`src/hdl/main_reg_pkg.sv`:
```
// Shared definitions for the main register block.
// The register window is 64 addresses wide, picked by address bits 7:6.
// FIFO words are 18 bits; the stream-empty marker uses the low 10 bits only.

package main_reg_pkg;

   ////////////////////////////////////////
   // Bus window and field widths
   ////////////////////////////////////////

   localparam logic [1:0] main_sel = 2'd0;
   localparam int bytecnt_w = 7;
   localparam int capture_len_w = 24;
   localparam int capture_len_bytes = capture_len_w / 8;
   localparam int fifo_w = 18;
   localparam int fifo_status_w = 6;
   localparam int fe_sel_w = 2;

   // Register addresses inside the window, anything else is unmapped
   typedef enum logic [5:0] {
      FE_SELECT          = 6'd1,
      ARM                = 6'd2,
      CAPTURE_LEN        = 6'd3,
      COUNT_WRITES       = 6'd4,
      CAPTURE_WHILE_TRIG = 6'd5,
      FIFO_STAT          = 6'd6,
      FIFO_RD            = 6'd7
   } reg_addr_e;

   // Front-end selection
   typedef enum logic [fe_sel_w-1:0] {
      FE_USB   = 2'd0,
      FE_TRACE = 2'd1,
      FE_ALT   = 2'd2
   } fe_sel_e;

   ////////////////////////////////////////
   // Reset values
   ////////////////////////////////////////

   localparam fe_sel_e fe_select_rst = FE_USB;
   localparam logic [capture_len_w-1:0] capture_len_rst = '0;
   localparam logic count_writes_rst = 1'b0;
   localparam logic capture_while_trig_rst = 1'b0;

   ////////////////////////////////////////
   // FIFO word layout
   ////////////////////////////////////////

   // Top two data bits go out with the status in the last byte of a group
   localparam int fifo_hi_lsb = 16;

   // Stream-empty marker fields
   localparam int fifo_cmd_lsb = 0;
   localparam int fifo_cmd_w = 2;
   localparam int fifo_data_lsb = 2;
   localparam int fifo_data_w = 8;
   localparam logic [fifo_cmd_w-1:0] fifo_cmd_strm = 2'b11;
   localparam logic [fifo_data_w-1:0] fifo_strm_empty = 8'hEE;

endpackage

```
`src/hdl/reg_decode.sv`:
```
// Register bus decode for the main block window.
// Everything here is combinational apart from one flop on reg_read,
// so rd_first relies on reg_read dropping between separate reads.

`timescale 1ns/100ps

module reg_decode import main_reg_pkg::*; (
   input  logic                 cwusb_clk,
   input  logic                 fpga_reset,
   input  logic [7:0]           reg_address,
   input  logic [bytecnt_w-1:0] reg_bytecnt,
   input  logic                 reg_read,
   input  logic                 reg_write,
   input  logic                 reg_addrvalid,
   output logic                 selected,
   output logic                 wr_en,
   output logic                 rd_en,
   output logic                 rd_first,
   output reg_addr_e            addr,
   output logic [bytecnt_w-1:0] byte_idx,
   output logic                 arm_write,
   output logic                 fifo_group_start
);

   logic reg_read_r;

   // Previous read strobe, for first-cycle detection
   always_ff @(posedge cwusb_clk) begin
      if (fpga_reset) begin
         reg_read_r <= 1'b0;
      end else begin
         reg_read_r <= reg_read;
      end
   end

   assign selected = reg_addrvalid && (reg_address[7:6] == main_sel);
   assign addr     = reg_addr_e'(reg_address[5:0]);
   assign byte_idx = reg_bytecnt;

   assign wr_en    = selected && reg_write;
   assign rd_en    = selected && reg_read;
   assign rd_first = rd_en && !reg_read_r;

   // ARM is handled apart from the plain config registers
   assign arm_write = wr_en && (addr == ARM);

   // Start of a four-byte FIFO group
   assign fifo_group_start = rd_first && (addr == FIFO_RD) && (reg_bytecnt[1:0] == 2'd0);

endmodule

```
`src/hdl/config_regs.sv`:
```
// Writable configuration registers of the main block and their readback.
// CAPTURE_LEN is written one byte per byte count; counts past the top byte
// are ignored on write and read back as 0. FIFO_RD readback lives elsewhere.

`timescale 1ns/100ps

module config_regs import main_reg_pkg::*; (
   input  logic                     cwusb_clk,
   input  logic                     fpga_reset,
   input  logic                     wr_en,
   input  logic                     rd_en,
   input  reg_addr_e                addr,
   input  logic [bytecnt_w-1:0]     byte_idx,
   input  logic [7:0]               write_data,
   input  logic                     reg_arm,
   input  logic [fifo_status_w-1:0] fifo_status,
   output fe_sel_e                  fe_select,
   output logic [capture_len_w-1:0] capture_len,
   output logic                     count_writes,
   output logic                     capture_while_trig,
   output logic [7:0]               cfg_rd_byte
);

   logic len_byte_ok;
   logic [7:0] len_rd_byte;

   // Byte count inside the capture length register
   assign len_byte_ok = (byte_idx < bytecnt_w'(capture_len_bytes));

   ////////////////////////////////////////
   // Write side
   ////////////////////////////////////////

   always_ff @(posedge cwusb_clk) begin
      if (fpga_reset) begin
         fe_select          <= fe_select_rst;
         capture_len        <= capture_len_rst;
         count_writes       <= count_writes_rst;
         capture_while_trig <= capture_while_trig_rst;
      end else if (wr_en) begin
         case (addr)
            FE_SELECT: begin
               fe_select <= fe_sel_e'(write_data[fe_sel_w-1:0]);
            end
            CAPTURE_LEN: begin
               if (len_byte_ok) begin
                  capture_len[byte_idx*8 +: 8] <= write_data;
               end
            end
            COUNT_WRITES: begin
               count_writes <= write_data[0];
            end
            CAPTURE_WHILE_TRIG: begin
               capture_while_trig <= write_data[0];
            end
            default: begin
               // ARM, status and unmapped addresses hold nothing here
            end
         endcase
      end
   end

   ////////////////////////////////////////
   // Readback
   ////////////////////////////////////////

   always_comb begin
      if (len_byte_ok) begin
         len_rd_byte = capture_len[byte_idx*8 +: 8];
      end else begin
         len_rd_byte = 8'd0;
      end
   end

   always_comb begin
      cfg_rd_byte = 8'd0;
      if (rd_en) begin
         case (addr)
            FE_SELECT: begin
               cfg_rd_byte = {{(8-fe_sel_w){1'b0}}, fe_select};
            end
            ARM: begin
               cfg_rd_byte = {7'd0, reg_arm};
            end
            CAPTURE_LEN: begin
               cfg_rd_byte = len_rd_byte;
            end
            COUNT_WRITES: begin
               cfg_rd_byte = {7'd0, count_writes};
            end
            CAPTURE_WHILE_TRIG: begin
               cfg_rd_byte = {7'd0, capture_while_trig};
            end
            FIFO_STAT: begin
               cfg_rd_byte = {{(8-fifo_status_w){1'b0}}, fifo_status};
            end
            default: begin
               cfg_rd_byte = 8'd0;
            end
         endcase
      end
   end

endmodule

```
`src/hdl/capture_ctrl.sv`:
```
// Arm and capture-now control for the capture front end.
// capture_started must already be a single-cycle pulse in cwusb_clk.
// A write that sets arm wins over a capture start in the same cycle.

`timescale 1ns/100ps

module capture_ctrl (
   input  logic       cwusb_clk,
   input  logic       fpga_reset,
   input  logic       arm_write,
   input  logic [7:0] write_data,
   input  logic       capture_started,
   input  logic       flushing,
   output logic       reg_arm,
   output logic       arm,
   output logic       arm_pulse,
   output logic       capture_now
);

   logic reg_arm_r;
   logic cap_req;
   logic cap_req_r;

   always_ff @(posedge cwusb_clk) begin
      if (fpga_reset) begin
         reg_arm   <= 1'b0;
         reg_arm_r <= 1'b0;
         cap_req   <= 1'b0;
         cap_req_r <= 1'b0;
      end else begin
         reg_arm_r <= reg_arm;
         cap_req_r <= cap_req;

         // Arm request, held until the front end starts a capture
         if (arm_write && write_data[0]) begin
            reg_arm <= 1'b1;
         end else if (capture_started) begin
            reg_arm <= 1'b0;
         end

         cap_req <= arm_write && write_data[1];
      end
   end

   // First cycle of the arm request only
   assign arm_pulse = reg_arm && !reg_arm_r;

   // Follows the pulse, dropped while the front end flushes
   assign arm = reg_arm && reg_arm_r && !flushing;

   // Rising edge only, so back-to-back writes still give one cycle
   assign capture_now = cap_req && !cap_req_r;

endmodule

```
`src/hdl/read_path.sv`:
```
// FIFO read path and registered read data of the main block.
// The FIFO must be first-word-fall-through. One pop per four-byte group;
// byte 0 of each group reads 0 while the popped word is latched.
// The empty check uses fifo_empty as it was one cycle before the group start.

`timescale 1ns/100ps

module read_path import main_reg_pkg::*; (
   input  logic                     cwusb_clk,
   input  logic                     fpga_reset,
   input  logic                     rd_en,
   input  logic                     fifo_group_start,
   input  reg_addr_e                addr,
   input  logic [bytecnt_w-1:0]     byte_idx,
   input  logic [7:0]               cfg_rd_byte,
   input  logic [fifo_w-1:0]        fifo_data,
   input  logic [fifo_status_w-1:0] fifo_status,
   input  logic                     fifo_empty,
   output logic                     fifo_read,
   output logic [7:0]               read_data
);

   logic fifo_empty_r;
   logic empty_strm;
   logic [fifo_w-1:0] fifo_word;
   logic [fifo_w-1:0] marker_word;
   logic [fifo_w-1:0] src_word;
   logic [7:0] lane_byte;
   logic [7:0] rd_byte;

   ////////////////////////////////////////
   // FIFO pop and empty-stream tracking
   ////////////////////////////////////////

   assign fifo_read = fifo_group_start && !fifo_empty_r;

   always_ff @(posedge cwusb_clk) begin
      if (fpga_reset) begin
         fifo_empty_r <= 1'b1;
         empty_strm   <= 1'b0;
      end else begin
         fifo_empty_r <= fifo_empty;
         if (fifo_group_start) begin
            empty_strm <= fifo_empty_r;
         end
      end
   end

   // Head word captured on the pop
   always_ff @(posedge cwusb_clk) begin
      if (fifo_read) begin
         fifo_word <= fifo_data;
      end
   end

   ////////////////////////////////////////
   // Byte lane select
   ////////////////////////////////////////

   always_comb begin
      marker_word = '0;
      marker_word[fifo_cmd_lsb +: fifo_cmd_w]   = fifo_cmd_strm;
      marker_word[fifo_data_lsb +: fifo_data_w] = fifo_strm_empty;
   end

   assign src_word = empty_strm ? marker_word : fifo_word;

   always_comb begin
      case (byte_idx[1:0])
         2'd1:    lane_byte = src_word[7:0];
         2'd2:    lane_byte = src_word[15:8];
         2'd3:    lane_byte = {fifo_status, src_word[fifo_w-1:fifo_hi_lsb]};
         default: lane_byte = 8'd0;
      endcase
   end

   // Config readback is already 0 outside a selected read
   always_comb begin
      if (rd_en && (addr == FIFO_RD)) begin
         rd_byte = lane_byte;
      end else begin
         rd_byte = cfg_rd_byte;
      end
   end

   always_ff @(posedge cwusb_clk) begin
      if (fpga_reset) begin
         read_data <= 8'd0;
      end else begin
         read_data <= rd_byte;
      end
   end

endmodule

```
`src/hdl/reg_main.sv`:
```
// Main register block for the capture board, all in the cwusb_clk domain.
// Read data comes one cycle after the read strobe; there is no back-pressure.

`timescale 1ns/100ps

module reg_main import main_reg_pkg::*; (
   input  logic                     cwusb_clk,
   input  logic                     fpga_reset,
   // Register bus
   input  logic [7:0]               reg_address,
   input  logic [bytecnt_w-1:0]     reg_bytecnt,
   input  logic [7:0]               write_data,
   input  logic                     reg_read,
   input  logic                     reg_write,
   input  logic                     reg_addrvalid,
   output logic [7:0]               read_data,
   output logic                     selected,
   // Sniff FIFO
   input  logic [fifo_w-1:0]        fifo_data,
   input  logic [fifo_status_w-1:0] fifo_status,
   input  logic                     fifo_empty,
   output logic                     fifo_read,
   // Capture front end
   input  logic                     capture_started,
   input  logic                     flushing,
   output fe_sel_e                  fe_select,
   output logic [capture_len_w-1:0] capture_len,
   output logic                     count_writes,
   output logic                     capture_while_trig,
   output logic                     reg_arm,
   output logic                     arm,
   output logic                     arm_pulse,
   output logic                     capture_now
);

   logic wr_en;
   logic rd_en;
   logic arm_write;
   logic fifo_group_start;
   reg_addr_e addr;
   logic [bytecnt_w-1:0] byte_idx;
   logic [7:0] cfg_rd_byte;

   reg_decode u_decode (
      .cwusb_clk        (cwusb_clk),
      .fpga_reset       (fpga_reset),
      .reg_address      (reg_address),
      .reg_bytecnt      (reg_bytecnt),
      .reg_read         (reg_read),
      .reg_write        (reg_write),
      .reg_addrvalid    (reg_addrvalid),
      .selected         (selected),
      .wr_en            (wr_en),
      .rd_en            (rd_en),
      .rd_first         (),
      .addr             (addr),
      .byte_idx         (byte_idx),
      .arm_write        (arm_write),
      .fifo_group_start (fifo_group_start)
   );

   config_regs u_config (
      .cwusb_clk          (cwusb_clk),
      .fpga_reset         (fpga_reset),
      .wr_en              (wr_en),
      .rd_en              (rd_en),
      .addr               (addr),
      .byte_idx           (byte_idx),
      .write_data         (write_data),
      .reg_arm            (reg_arm),
      .fifo_status        (fifo_status),
      .fe_select          (fe_select),
      .capture_len        (capture_len),
      .count_writes       (count_writes),
      .capture_while_trig (capture_while_trig),
      .cfg_rd_byte        (cfg_rd_byte)
   );

   capture_ctrl u_capture (
      .cwusb_clk       (cwusb_clk),
      .fpga_reset      (fpga_reset),
      .arm_write       (arm_write),
      .write_data      (write_data),
      .capture_started (capture_started),
      .flushing        (flushing),
      .reg_arm         (reg_arm),
      .arm             (arm),
      .arm_pulse       (arm_pulse),
      .capture_now     (capture_now)
   );

   read_path u_read (
      .cwusb_clk        (cwusb_clk),
      .fpga_reset       (fpga_reset),
      .rd_en            (rd_en),
      .fifo_group_start (fifo_group_start),
      .addr             (addr),
      .byte_idx         (byte_idx),
      .cfg_rd_byte      (cfg_rd_byte),
      .fifo_data        (fifo_data),
      .fifo_status      (fifo_status),
      .fifo_empty       (fifo_empty),
      .fifo_read        (fifo_read),
      .read_data        (read_data)
   );

endmodule

```
`config.mk`:
```
export PLATFORM = sky130hd
export DESIGN_NAME = reg_main
export DESIGN_NICKNAME = d
export VERILOG_FILES = /design/src/hdl/main_reg_pkg.sv /design/src/hdl/reg_decode.sv /design/src/hdl/config_regs.sv /design/src/hdl/capture_ctrl.sv /design/src/hdl/read_path.sv /design/src/hdl/reg_main.sv
export SDC_FILE = /design/constraint.sdc
export NUM_CORES = 1
export LEC_CHECK = 0
export BUFFER_PORTS_ARGS = -buffer_cell sky130_fd_sc_hd__buf_4
export CELL_PAD_IN_SITES_DETAIL_PLACEMENT = 1
export CELL_PAD_IN_SITES_GLOBAL_PLACEMENT = 2
export CORE_MARGIN = 2
export CORE_UTILIZATION = 33
export CTS_CLUSTER_SIZE = 10
export DETAILED_ROUTE_END_ITERATION = 10
export GPL_TIMING_DRIVEN = 0
export PLACE_DENSITY_LB_ADDON = 0.1
export SKIP_LAST_GASP = 1
export SLEW_MARGIN = 20
export SYNTH_ARGS = -nofsm -noshare
export SYNTH_HDL_FRONTEND = slang
export SYNTH_SLANG_ARGS = --single-unit
```
`constraint.sdc`:
```
create_clock -name cwusb_clk -period 7.37 [get_ports cwusb_clk]
set_clock_uncertainty 0.1 [all_clocks]
set_input_delay 1.1055 -clock cwusb_clk [delete_from_list [all_inputs] [get_ports cwusb_clk]]
set_output_delay 1.1055 -clock cwusb_clk [all_outputs]
set_load 0.05 [all_outputs]
```
; After elaboration in Yosys (flattened, before gate mapping)
; Cells that the tools add are included.
[totals]
output_inout_bits = 42
in_bits = 55
elab_cells = 64
regBits = 61
[classes]
eq_ne = 10
n_reduce_logical = 27
mux = 9
n_shift = 3
add_sub_neg = 1
order_cmp = 1
[ops]
columns = op, n
row1 = one-hot mux 8 bit (6 select lines), 1
row2 = negator 10 -> 34 bit, 1
row3 = "variable shift 8 x 34 -> 24 bit, first input constant", 1
row4 = variable part select 8 x 34 -> 24 bit, 1
row5 = bitwise mux 24 bit, 1
row6 = "== test 6 x 3 -> 1 bit, second input constant", 4
row7 = 2-to-1 mux 8 bit, 3
row8 = one-hot mux 8 bit (3 select lines), 1
row9 = variable part select 24 x 11 -> 8 bit, 1
row10 = 2-to-1 mux 18 bit, 1
row11 = logical AND 1 bit, 15
row12 = "== test 6 x 2 -> 1 bit, second input constant", 2
row13 = "< comparator 7 x 2 -> 1 bit, second input constant", 1
row14 = "== test 6 x 1 -> 1 bit, second input constant", 1
row15 = AND reduction 2 bit, 3
row16 = logical NOT 1 bit, 5
row17 = "== test 2 bit, second input constant", 2
row18 = logical NOT 2 bit, 2
row19 = AND reduction 3 bit, 1
row20 = "== test 2 x 1 -> 1 bit, second input constant", 1
row21 = 2-to-1 mux 1 bit, 2
row22 = nonzero test 2 bit, 1

; Logic depth before layout (Yosys ltp)
; Gate-level depths: netlist of run 1.
[depth]
depth_word = 7
ltp_mapped = 11
mapped_depth_nobuf = 9

; Modules after synthesis
; From an unflattened synthesis of run 1, not the netlist that was laid out.
[hier_totals]
hier_cells = 357
area_unflattened_um2 = 3544.6
[modules_own_cells]
columns = mod, seq_area_each_um2, cells_each, area_per_inst_um2, instances
row1 = config_regs, 560.5, 226, 1958.1, 1
row2 = read_path, 740.7, 91, 1229.9, 1
row3 = reg_decode, 20.0, 25, 217.7, 1
row4 = capture_ctrl, 80.1, 15, 138.9, 1

; Least setup slack after synthesis of run 1
; OpenSTA, ideal clock, no wires.
[synth_path]
path_type = input to output
start = input port reg_address[7]
end = output port fifo_read
path_stages = 3
required_ns = 6.165
setup_slack_ns = 0.127
t_arrival_ns = 6.037
n_path_buf = 0
path_cell_list = nor3b_1 > nand2_1 > nor4_1
[synth_between]
elab_chain_cells = 7
[synth_rtl]
columns = item, line
row1 = from (decl), reg_main.sv:10  ; input logic [7:0] reg_address,
row2 = logical NOT 2 bit, reg_decode.sv:36  ; assign selected = reg_addrvalid && (reg_address[7:6] == main_sel);
row3 = logical AND 1 bit, reg_decode.sv:36
row4 = logical AND 1 bit, reg_decode.sv:41  ; assign rd_en = selected && reg_read;
row5 = logical AND 1 bit, reg_decode.sv:42  ; assign rd_first = rd_en && !reg_read_r;
row6 = logical AND 1 bit (2 in a row), reg_decode.sv:48  ; assign fifo_group_start = rd_first && (addr == FIFO_RD) && (reg_bytecnt[1:0] == 2'd0);
row7 = logical AND 1 bit, read_path.sv:35  ; assign fifo_read = fifo_group_start && !fifo_empty_r;
row8 = to (decl), reg_main.sv:22  ; output logic fifo_read,
; Every way passes these cells.

; Worst setup path in the final report of run 1
[layout_path]
start = input port reg_bytecnt[1]
end = output port fifo_read
[layout_between]
elab_chain_cells = 3
[layout_rtl]
columns = item, line
row1 = from (decl), reg_main.sv:11  ; input logic [bytecnt_w-1:0] reg_bytecnt,
row2 = logical NOT 2 bit, reg_decode.sv:48
row3 = logical AND 1 bit, reg_decode.sv:48
row4 = logical AND 1 bit, read_path.sv:35
; Every way passes these cells.

==> flow_metrics.py, run 1 <==
metrics = {
    "worst_setup_path": {
        "worst-path-buf-inv": 6,
        "path_delay_family": "buffers and inverters",
        "end_kind": "output port",
        "worstSetupPathType": "primary input to output port",
        "critPathSlowestCell": "nor4_2",
        "worstPathArrival_ns": 3.47,
        "start_kind": "primary input",
        "worstPathCellList": "buf_4 -> clkbuf_1 -> inv_1 -> ha_1 -> nand2b_1 -> nor4_2 -> buf_2 -> buf_2 -> buf_4",
        "path_max_fanout": 10,
        "required_ns": 6.16,
        "cpPeakStageDelay_ns": 0.49,
    },
    "logic_synthesis": {
        "synth_edf_count": 18,
        "seq_area_frac_synth_pct": 45.4,
        "ys_ff_latch": 61,
        "ys_async_sr_fraction_pct": 0,
        "netlist.area_leader.share_pct": 27.9,
        "synth_ff_type": "dfxtp_1",
        "synthesis.area_sq_mm": 0.00309,
        "syn_area_per_cell_sq_um": 10.2,
        "synth_area_leaders": "dfxtp_1, edfxtp_1, mux2i_1",
        "synth.net_count": 362,
        "yosysTopAreaCell": "dfxtp_1",
        "synth.distinct_cells": 50,
        "postSynthCellCount": 302,
        "yosysWarnings": 0,
    },
    "global_route": {
        "antenna_found_initial": 0,
        "grt_pass1_vias": 2811,
        "grt_max_degree": 13,
        "grt_usage_pct": 19.5,
        "overflow": 0,
        "grt_pass1_wl_um": 15000,
    },
    "sta": {
        "tightest_slew_ns": 0.944,
        "fmax_mhz": 214,
        "rsz0062_at_grt": "no",
        "whs_ns": 0.369,
        "period_needed_ns": 4.67,
        "setup-tns-final_ns": 0,
        "fin_crit_sh_pct": 63.4,
        "setup_violations": 0,
        "slew_headroom_pct": 37.1,
        "slew_violations": 0,
        "report.final.hold_viol_count": 0,
    },
    "final_layout": {
        "multi_input_area_sq_mm": 0.00161,
        "regArea_sq_mm": 0.00140,
        "fillerInstances": 1087,
        "layout.nets": 468,
        "syn_to_final_growth_pct": 33.4,
        "layout_common_cells": "buf_4, dfxtp_1, mux2i_1",
        "final_layout_size_suffix_gt1_share_pct": 31.7,
        "diodes": 0,
        "layout_commonest_cell": "buf_4",
    },
    "die": {
        "rows": 35,
        "core_sq_mm": 0.00915,
        "io_pins": 97,
        "die_area_sq_mm": 0.0101,
        "die_h_um": 101,
        "start_util_pct": 33.7,
        "die_w_um": 101,
    },
    "cts": {
        "path_clk_slew_ns": 0.07,
        "cts.sinks": 61,
        "cts_resized": 0,
        "clk_latency_ns": 0.35,
        "cts_hold_buf": 0,
        "clock_path_buffers": 2,
        "cts_tree": "done",
        "cts-root-buf": "clkbuf_8",
        "cts_setup_buffers": 0,
        "cts_max_level": 3,
        "cts_made_buffers": 9,
    },
    "power_and_ir_drop": {
        "p_leak_uw": 0.00170,
        "peakVddDrop_v": 0.000101,
        "p_per_area_mw_per_mm2": 168,
    },
    "min_path": {
        "holdCritPathClass": "flip-flop to flip-flop",
    },
    "routing": {
        "first_pass_iters": 4,
        "post_drt_via_cell_ratio": 5.13,
        "wl_per_cell_um": 17.8,
        "ant_nets": 0,
        "routed_wl_um": 9320,
        "num_vias": 2690,
        "drc": 0,
        "drt_iter0_markers": 107,
    },
    "flow_run": {
        "maxCapViolCount": 0,
    },
    "place": {
        "hpwlAfterDp_um": 7270,
        "place.gp.congestion": 0.811,
        "io_buffers": 93,
    },
    "status": {
        "status": "finished, final reports clean",
    },
}
-- layout make-up --
| type | count | area share (%) |
|---|---|---|
| Sequential cell | 61 | 34.0 |
| Buffer | 13 | 1.37 |
| Tap cell | 111 | 3.37 |
| Clock inverter | 5 | 0.851 |
| Timing Repair Buffer | 95 | 17.2 |
| Inverter | 6 | 0.547 |
| Multi-Input combinational cell | 222 | 39.2 |
| Clock buffer | 11 | 3.43 |
-- metal layers --
metal  wire (um)  GRT usage [%]  share of wire [%]  vias up
li1            -              -                  -     1316
met1        4260           24.6                 46     1295
met2        4580           33.9                 49       70
met3         344           2.64                3.7        9
met4         145           6.95                1.6        0
met5           0              0                  0        -
-- per-stage QoR --
stage	instances	power (uW)	setup slack [ns]	util (%)	area (sq um)
final	524	690	2.70	45.0	4120
after global routing	524	720	2.46	45.0	4120
after CTS	524	699	2.63	45.0	4120
after detailed placement	508	426	2.64	43.0	3940
after global placement	506	425	1.11	42.9	3920
after floorplan	302	386	0.127	-	3090
-- registers in the layout, summed over array words and instances (netlist names), 2 cells and up --
register and count:
u_read.read_data 8, u_config.fe_select 2, u_read.fifo_word 18, u_config.capture_len 24
-- final timing paths --
path,slack [ns],to,from,cells past startpoint
max,2.70,fifo_read,reg_bytecnt[1],9
min,0.37,u_capture.cap_req_r,u_capture.cap_req,1
max reg2reg,5.47,u_read.fifo_word[12],u_decode.reg_read_r,4
min reg2reg,0.37,u_capture.cap_req_r,u_capture.cap_req,1
-- synthesized netlist by cell type (2+ instances only) --
library cell,number
a21oi_1,9
a222oi_1,5
a22oi_1,6
a32oi_1,4
and3_1,2
buf_2,3
clkbuf_1,8
dfxtp_1,43
edfxtp_1,18
ha_1,5
inv_1,6
mux2_2,4
mux2i_1,35
nand2_1,29
nand2b_1,33
nand3_1,3
nand4_1,2
nand4b_1,2
nor2_1,18
nor2b_1,12
nor3_1,6
nor3b_1,3
nor4b_1,3
o21ai_0,11
o21ai_1,2
or3_1,2
or4_1,2
xnor2_1,4
-- report_power, final --
group | leakage [uW] | internal [uW] | switching [uW]
clock | 0.0000942 | 132 | 140
combinational | 0.00109 | 34.1 | 37.6
sequential | 0.000508 | 345 | 0.264
-- cells by family after synthesis --
family | count (synthesis) | synth area share, %
XOR/XNOR | 4 | 1.13
adder cells (fa/ha/maj) | 5 | 2.03
AO/OA/AOI/OAI | 45 | 11.5
AND/OR/NAND/NOR | 129 | 24.6
flip-flops | 61 | 45.4
buffers and inverters | 19 | 2.55
multiplexers | 39 | 12.8
Power figures use the tool's default switching activity.
==> run 2, diff against run 1 <==
--- a/config.mk
+++ b/config.mk
@@ -5,11 +5,12 @@
 export SDC_FILE = /design/constraint.sdc
 export NUM_CORES = 1
 export LEC_CHECK = 0
+export ABC_AREA = 1
 export BUFFER_PORTS_ARGS = -buffer_cell sky130_fd_sc_hd__buf_4
 export CELL_PAD_IN_SITES_DETAIL_PLACEMENT = 1
 export CELL_PAD_IN_SITES_GLOBAL_PLACEMENT = 2
 export CORE_MARGIN = 2
-export CORE_UTILIZATION = 33
+export CORE_UTILIZATION = 27
 export CTS_CLUSTER_SIZE = 10
 export DETAILED_ROUTE_END_ITERATION = 10
 export GPL_TIMING_DRIVEN = 0
==> constraint.sdc (replaced) <==
create_clock -name cwusb_clk -period 4.4 [get_ports cwusb_clk]
set_clock_uncertainty 0.1 [all_clocks]
set_input_delay 0.66 -clock cwusb_clk [delete_from_list [all_inputs] [get_ports cwusb_clk]]
set_output_delay 0.66 -clock cwusb_clk [all_outputs]
set_load 0.05 [all_outputs]
==> run 2 against run 1 <==
Against the previous run: clock-buffer cell count shrank 1; worst setup slack lost 2.1 ns; synthesized cell count grew 49%; wire length grew 18%; final area grew 7.2%; final cell count grew 35%; first-iteration DRC count grew 31%; synthesized area grew 2.8%; combinational power grew 77%; non-clock buffer count grew 1; critical path depth shrank 1; register-to-register slack lost 2.8 ns; largest power group is now the clock network.
==> flow_metrics.py, run 2 <==
metrics = {
    "routing": {
        "num_vias": 3212,
        "wl_per_cell_um": 15.6,
        "drc": 0,
        "post_drt_via_cell_ratio": 4.54,
        "ant_nets": 0,
        "first_pass_iters": 8,
        "drt_iter0_markers": 140,
        "routed_wl_um": 11000,
    },
    "global_route": {
        "overflow": 0,
        "grt_pass1_vias": 3399,
        "grt_pass1_wl_um": 18000,
        "grt_usage_pct": 18.5,
        "grt_max_degree": 13,
        "antenna_found_initial": 0,
    },
    "power_and_ir_drop": {
        "combPwrFrac_pct": 8.6,
        "p_per_area_mw_per_mm2": 335,
        "p_sw_share_pct": 23.7,
        "clockPowerShare_pct": 52.0,
        "internal_power_uw": 1130,
        "power_uw": 1480,
        "p_seq_share_pct": 39.3,
        "p_leak_uw": 0.00213,
        "peakVddDrop_v": 0.000333,
        "p_sw_uw": 349,
    },
    "logic_synthesis": {
        "synth.most_common_cell": "nand2_1",
        "seq_area_frac_synth_pct": 44.2,
        "ys_ff_latch": 61,
        "synth_area_leaders": "dfxtp_1, edfxtp_1, nand2_1",
        "synth_ff_type": "dfxtp_1",
        "synth.net_count": 511,
        "ys_async_sr_fraction_pct": 0,
        "synth_edf_count": 18,
        "synthesis.area_sq_mm": 0.00317,
        "synth.distinct_cells": 28,
        "yosysTopAreaCell": "dfxtp_1",
        "postSynthCellCount": 451,
        "netlist.area_leader.share_pct": 27.1,
        "ys_top_cells_by_count": "nand2_1, nor2_1, inv_1",
        "yosysWarnings": 0,
        "syn_area_per_cell_sq_um": 7.04,
    },
    "sta": {
        "setup-tns-final_ns": 0,
        "period_needed_ns": 3.76,
        "fmax_mhz": 266,
        "slew_violations": 0,
        "report.final.hold_viol_count": 0,
        "setup_violations": 0,
        "fin_crit_sh_pct": 85.5,
        "tightest_slew_ns": 0.675,
        "rsz0062_at_grt": "no",
        "slew_headroom_pct": 54.7,
    },
    "place": {
        "hpwlAfterDp_um": 8600,
        "io_buffers": 96,
        "dpl_cell_area_sq_mm": 0.00410,
        "dp_cells": 691,
        "place.gp.congestion": 0.794,
    },
    "final_layout": {
        "largest_reg_flops": 24,
        "largestRegisters": "u_config.capture_len: 24 flops, u_read.fifo_word: 18 flops, u_read.read_data: 8 flops",
        "syn_to_final_growth_pct": 39.0,
        "diodes": 0,
        "layout_commonest_cell": "nand2_1",
        "final_cell_area_sq_mm": 0.00441,
        "layout.nets": 619,
        "finish.utilization_pct": 38.5,
        "finalNonFillerCells": 707,
        "fillerInstances": 1444,
        "largest_register": "u_config.capture_len",
        "layout_common_cells": "nand2_1, buf_4, nor2_1",
        "final_layout_size_suffix_gt1_share_pct": 24.5,
    },
    "worst_setup_path": {
        "required_ns": 3.64,
        "worstPathArrival_ns": 3.00,
        "start_kind": "primary input",
        "reg2reg_slack_ns": 2.70,
        "path_max_fanout": 12,
        "rr_startpoint": "u_read.fifo_empty_r",
        "worstSetupPathType": "primary input to output port",
        "crit_end": "fifo_read",
        "reg2reg_depth": 2,
        "r2r_end": "u_read.fifo_word[1]",
        "cp-startpoint": "reg_bytecnt[0]",
        "end_kind": "output port",
    },
    "die": {
        "io_pins": 97,
        "die_w_um": 112,
        "die_area_sq_mm": 0.0126,
        "core_sq_mm": 0.0115,
        "die_h_um": 112,
        "start_util_pct": 27.7,
        "rows": 39,
    },
    "cts": {
        "cts.sinks": 61,
        "clk_latency_ns": 0.34,
        "cts_hold_buf": 0,
        "cts_resized": 0,
        "cts-root-buf": "clkbuf_16",
        "clock_path_buffers": 2,
        "path_clk_slew_ns": 0.06,
        "cts_tree": "done",
        "cts_max_level": 3,
        "cts_made_buffers": 9,
        "cts_setup_buffers": 0,
    },
    "min_path": {
        "holdCritPathClass": "flip-flop to flip-flop",
        "hold_path_depth": 2,
    },
    "flow_run": {
        "maxCapViolCount": 0,
    },
    "status": {
        "status": "finished, final reports clean",
    },
}
==> run 2: changes by cell type in the layout (fill, tap and decap cells not counted), sizes merged, moves of 5 or more <==
| cell | previous run | this run |
|---|---|---|
| a22oi | 6 | 1 |
| nor2 | 18 | 96 |
| a21oi | 10 | 17 |
| a222oi | 5 | 0 |
| nand2b | 33 | 0 |
| mux2i | 35 | 0 |
| nand2 | 29 | 107 |
| nor2b | 12 | 0 |
| inv | 8 | 66 |
| o21ai | 13 | 35 |
| nand3 | 3 | 37 |
==> run 2: worst min path at each step <==
stage	from	endpoint	slack (ns)
finish	u_capture.cap_req	u_capture.cap_req_r	0.33
global route	u_capture.cap_req	u_capture.cap_req_r	0.35
CTS	u_capture.cap_req	u_capture.cap_req_r	0.34
detailed placement	u_capture.cap_req	u_capture.cap_req_r	0.33
global placement	u_capture.cap_req	u_capture.cap_req_r	0.32
floorplan	u_capture.cap_req	u_capture.cap_req_r	0.31
==> run 2: routing by layer <==
layer  vias to the layer above  track usage (%)  part of all wire (%)
met5                         -                0                     0
met4                         0             4.07                   1.1
met3                         6             5.83                   4.6
met2                        73             30.8                    47
met1                      1490             23.7                    48
li1                       1643                -                     -
==> run 2: worst max-delay path: stages <==
cell and delay [ns]:
buf_4 0.15, inv_2 0.09, clkbuf_1 0.42, ha_1 0.37
inv_2 0.11, nor4_4 0.63, buf_4 0.33, buf_4 0.23
==> run 2: power groups by stage <==
stage | logic (uW) | clock network (uW) | registers, uW
2_1_floorplan | 59.7 | 0 | 592
3_3_place_gp | 127 | 0 | 592
3_5_place_dp | 129 | 0 | 592
4_1_cts | 130 | 783 | 580
5_1_grt | 144 | 806 | 580
6_report | 127 | 768 | 580
==> run 2: cell families after synthesis <==
family	synth area share [%]
AOI/OAI and AO/OA	9.74
adders and majority gates	1.97
buffers and inverters	10.0
DFF	44.2
and+or+nand+nor	34.1
==> run 2: area by class of cell <==
type	instances	area, sq um	area share (%)
well taps	143	179	4.06
clock buffers	10	229	5.19
flip-flops and latches	61	1400	31.8
inverters	66	248	5.62
multi-input cells	312	1470	33.3
clock inverters	6	87.6	1.99
plain buffers	12	70.1	1.59
repair buffers	97	728	16.5
==> run 2: per-stage QoR <==
stage	hold WS (ns)	worst slack (ns)
after floorplan	0.311	0.337
after global placement	0.323	-0.319
after detailed placement	0.327	0.550
after CTS	0.341	0.554
after global routing	0.354	0.401
final	0.334	0.639
==> run 3, diff against run 2 <==
--- a/config.mk
+++ b/config.mk
@@ -10,7 +10,8 @@
 export CELL_PAD_IN_SITES_DETAIL_PLACEMENT = 1
 export CELL_PAD_IN_SITES_GLOBAL_PLACEMENT = 2
 export CORE_MARGIN = 2
-export CORE_UTILIZATION = 27
+export CORE_UTILIZATION = 28
+export CTS_CLUSTER_DIAMETER = 30
 export CTS_CLUSTER_SIZE = 10
 export DETAILED_ROUTE_END_ITERATION = 10
 export GPL_TIMING_DRIVEN = 0
@@ -19,4 +20,5 @@
 export SLEW_MARGIN = 20
 export SYNTH_ARGS = -nofsm -noshare
 export SYNTH_HDL_FRONTEND = slang
+export SYNTH_HIERARCHICAL = 1
 export SYNTH_SLANG_ARGS = --single-unit
==> run 3 against run 2 <==
Against the previous run: final area up 8.8%; non-clock buffer count up 7; sequential share of layout area down 2.6 points; total power down 0.43%; flip-flop and latch count unchanged; synthesized area up 13%; sequential power about the same.
==> flow_metrics.py, run 3 <==
metrics = {
    "status": {
        "status": "finished, final reports clean",
    },
    "logic_synthesis": {
        "yosysWarnings": 6,
        "syn_area_per_cell_sq_um": 6.87,
        "postSynthCellCount": 521,
        "synthesis.area_sq_mm": 0.00358,
        "synth.net_count": 578,
    },
    "global_route": {
        "overflow": 0,
        "grt_pass1_wl_um": 18200,
        "antenna_found_initial": 0,
        "grt_pass1_vias": 3622,
        "grt_usage_pct": 17.8,
        "grt_max_degree": 18,
    },
    "final_layout": {
        "syn_to_final_growth_pct": 34.0,
        "largest_reg_flops": 24,
        "layout_common_cells": "nand2_1, buf_4, nor2_1",
        "final_layout_size_suffix_gt1_share_pct": 28.5,
        "layout_commonest_cell": "nand2_1",
        "layout.nets": 681,
        "diodes": 0,
        "fillerInstances": 1607,
        "final_cell_area_sq_mm": 0.00480,
        "largest_register": "u_config/capture_len",
        "largestRegisters": "u_config/capture_len: 24 flops, u_read/fifo_word: 18 flops, u_read/read_data: 8 flops",
    },
    "sta": {
        "period_needed_ns": 2.69,
        "fmax_mhz": 372,
        "rsz0062_at_grt": "no",
        "fin_ws_ns": 1.71,
        "slew_violations": 0,
        "fin_crit_sh_pct": 61.0,
        "slew_headroom_pct": 72.6,
        "tightest_slew_ns": 0.410,
        "report.final.hold_viol_count": 0,
        "setup-tns-final_ns": 0,
        "setup_violations": 0,
    },
    "cts": {
        "cts_setup_buffers": 0,
        "cts_resized": 0,
        "path_clk_slew_ns": 0.05,
        "cts_tree": "done",
        "cts_made_buffers": 9,
        "cts-root-buf": "clkbuf_16",
        "cts_hold_buf": 0,
        "clock_path_buffers": 2,
        "clk_latency_ns": 0.34,
        "cts.sinks": 61,
        "cts_max_level": 3,
    },
    "power_and_ir_drop": {
        "p_per_area_mw_per_mm2": 306,
        "combPwrFrac_pct": 9.8,
        "p_leak_uw": 0.00235,
        "internal_power_uw": 1130,
        "peakVddDrop_v": 0.000157,
        "clockPowerShare_pct": 50.8,
        "p_seq_share_pct": 39.5,
        "p_sw_uw": 341,
        "p_sw_share_pct": 23.2,
        "power_uw": 1470,
    },
    "place": {
        "io_buffers": 91,
        "hpwlAfterDp_um": 9020,
        "dpl_cell_area_sq_mm": 0.00449,
        "place.gp.congestion": 0.746,
        "post-place-ws_ns": 1.36,
    },
    "routing": {
        "num_vias": 3532,
        "first_pass_iters": 4,
        "routed_wl_um": 11500,
        "post_drt_via_cell_ratio": 4.41,
        "drt_iter0_markers": 118,
        "drc": 0,
        "wl_per_cell_um": 14.4,
        "ant_nets": 0,
    },
    "die": {
        "die_h_um": 117,
        "io_pins": 97,
        "rows": 41,
        "start_util_pct": 28.5,
        "die_w_um": 117,
        "core_sq_mm": 0.0126,
        "die_area_sq_mm": 0.0137,
    },
    "worst_setup_path": {
        "path_max_fanout": 10,
        "required_ns": 4.53,
        "cpPeakStageDelay_ns": 0.26,
        "worst-path-buf-inv": 7,
        "start_kind": "primary input",
        "worstPathCellList": "buf_4 -> buf_4 -> buf_4 -> inv_2 -> ha_1 -> nand2_1 -> nor2_1 -> ha_1 -> inv_1 -> nand2_1 -> nand2_1 -> nand2_2 -> inv_2 -> nand3_4 -> buf_6 -> nor2_1 -> nor2_1",
        "reg2reg_slack_ns": 2.96,
        "worstSetupPathType": "primary input to flip-flop",
        "critPathSlowestCell": "ha_1",
        "path_delay_family": "buffers and inverters",
        "worstPathArrival_ns": 2.82,
        "end_kind": "flip-flop",
    },
    "min_path": {
        "holdCritPathClass": "flip-flop to flip-flop",
    },
    "flow_run": {
        "maxCapViolCount": 0,
    },
}
-- run 3: per-stage QoR --
step | std cells | utilization, % | hold slack [ns]
2_1_floorplan | 521 | - | 0.310
3_3_place_gp | 784 | 35.6 | 0.319
3_5_place_dp | 785 | 35.7 | 0.326
4_1_cts | 801 | 38.2 | 0.333
5_1_grt | 801 | 38.2 | 0.353
6_report | 801 | 38.2 | 0.328
-- run 3: power by group through the flow --
stage	Combinational, uW	Clock [uW]	Sequential (uW)
final	144	746	580
after global routing	160	790	579
after detailed placement	145	0	592
after CTS	146	767	580
after global placement	143	0	591
after floorplan	78.3	0	592
-- run 3: final timing paths --
kind / start / to / cells after the start
max: reg_bytecnt[0] / u_config/capture_len[16] / 17
min: u_capture/cap_req / u_capture/cap_req_r / 2
max reg2reg: u_decode/reg_read_r / u_read/fifo_word[5] / 6
min reg2reg: u_capture/cap_req / u_capture/cap_req_r / 2
-- run 3: routing by layer --
| metal | part of all wire, % | vias up | global-route usage [%] | wire (um) |
|---|---|---|---|---|
| li1 | - | 1793 | - | - |
| met1 | 46 | 1653 | 22.3 | 5330 |
| met2 | 47 | 75 | 30.4 | 5440 |
| met3 | 5.3 | 11 | 4.43 | 609 |
| met4 | 1.2 | 0 | 5.41 | 135 |
| met5 | 0 | - | 0 | 0 |
-- run 3: final cells by class --
type,count,area [sq um],share of cell area (%)
Buffer,24,185,3.86
Timing Repair Buffer,92,694,14.5
Tap cell,172,215,4.49
Clock buffer,10,229,4.77
Inverter,91,343,7.14
Multi-Input combinational cell,345,1650,34.4
Sequential cell,61,1400,29.2
Clock inverter,6,77.6,1.62
-- run 3: worst reg2reg max path, cell delays in order (launching register included) --
cell	delay [ns]
dfxtp_1	0.29
inv_1	0.04
nand4_1	0.09
nor2_1	0.12
inv_1	0.07
nor2_2	0.19
buf_6	0.23
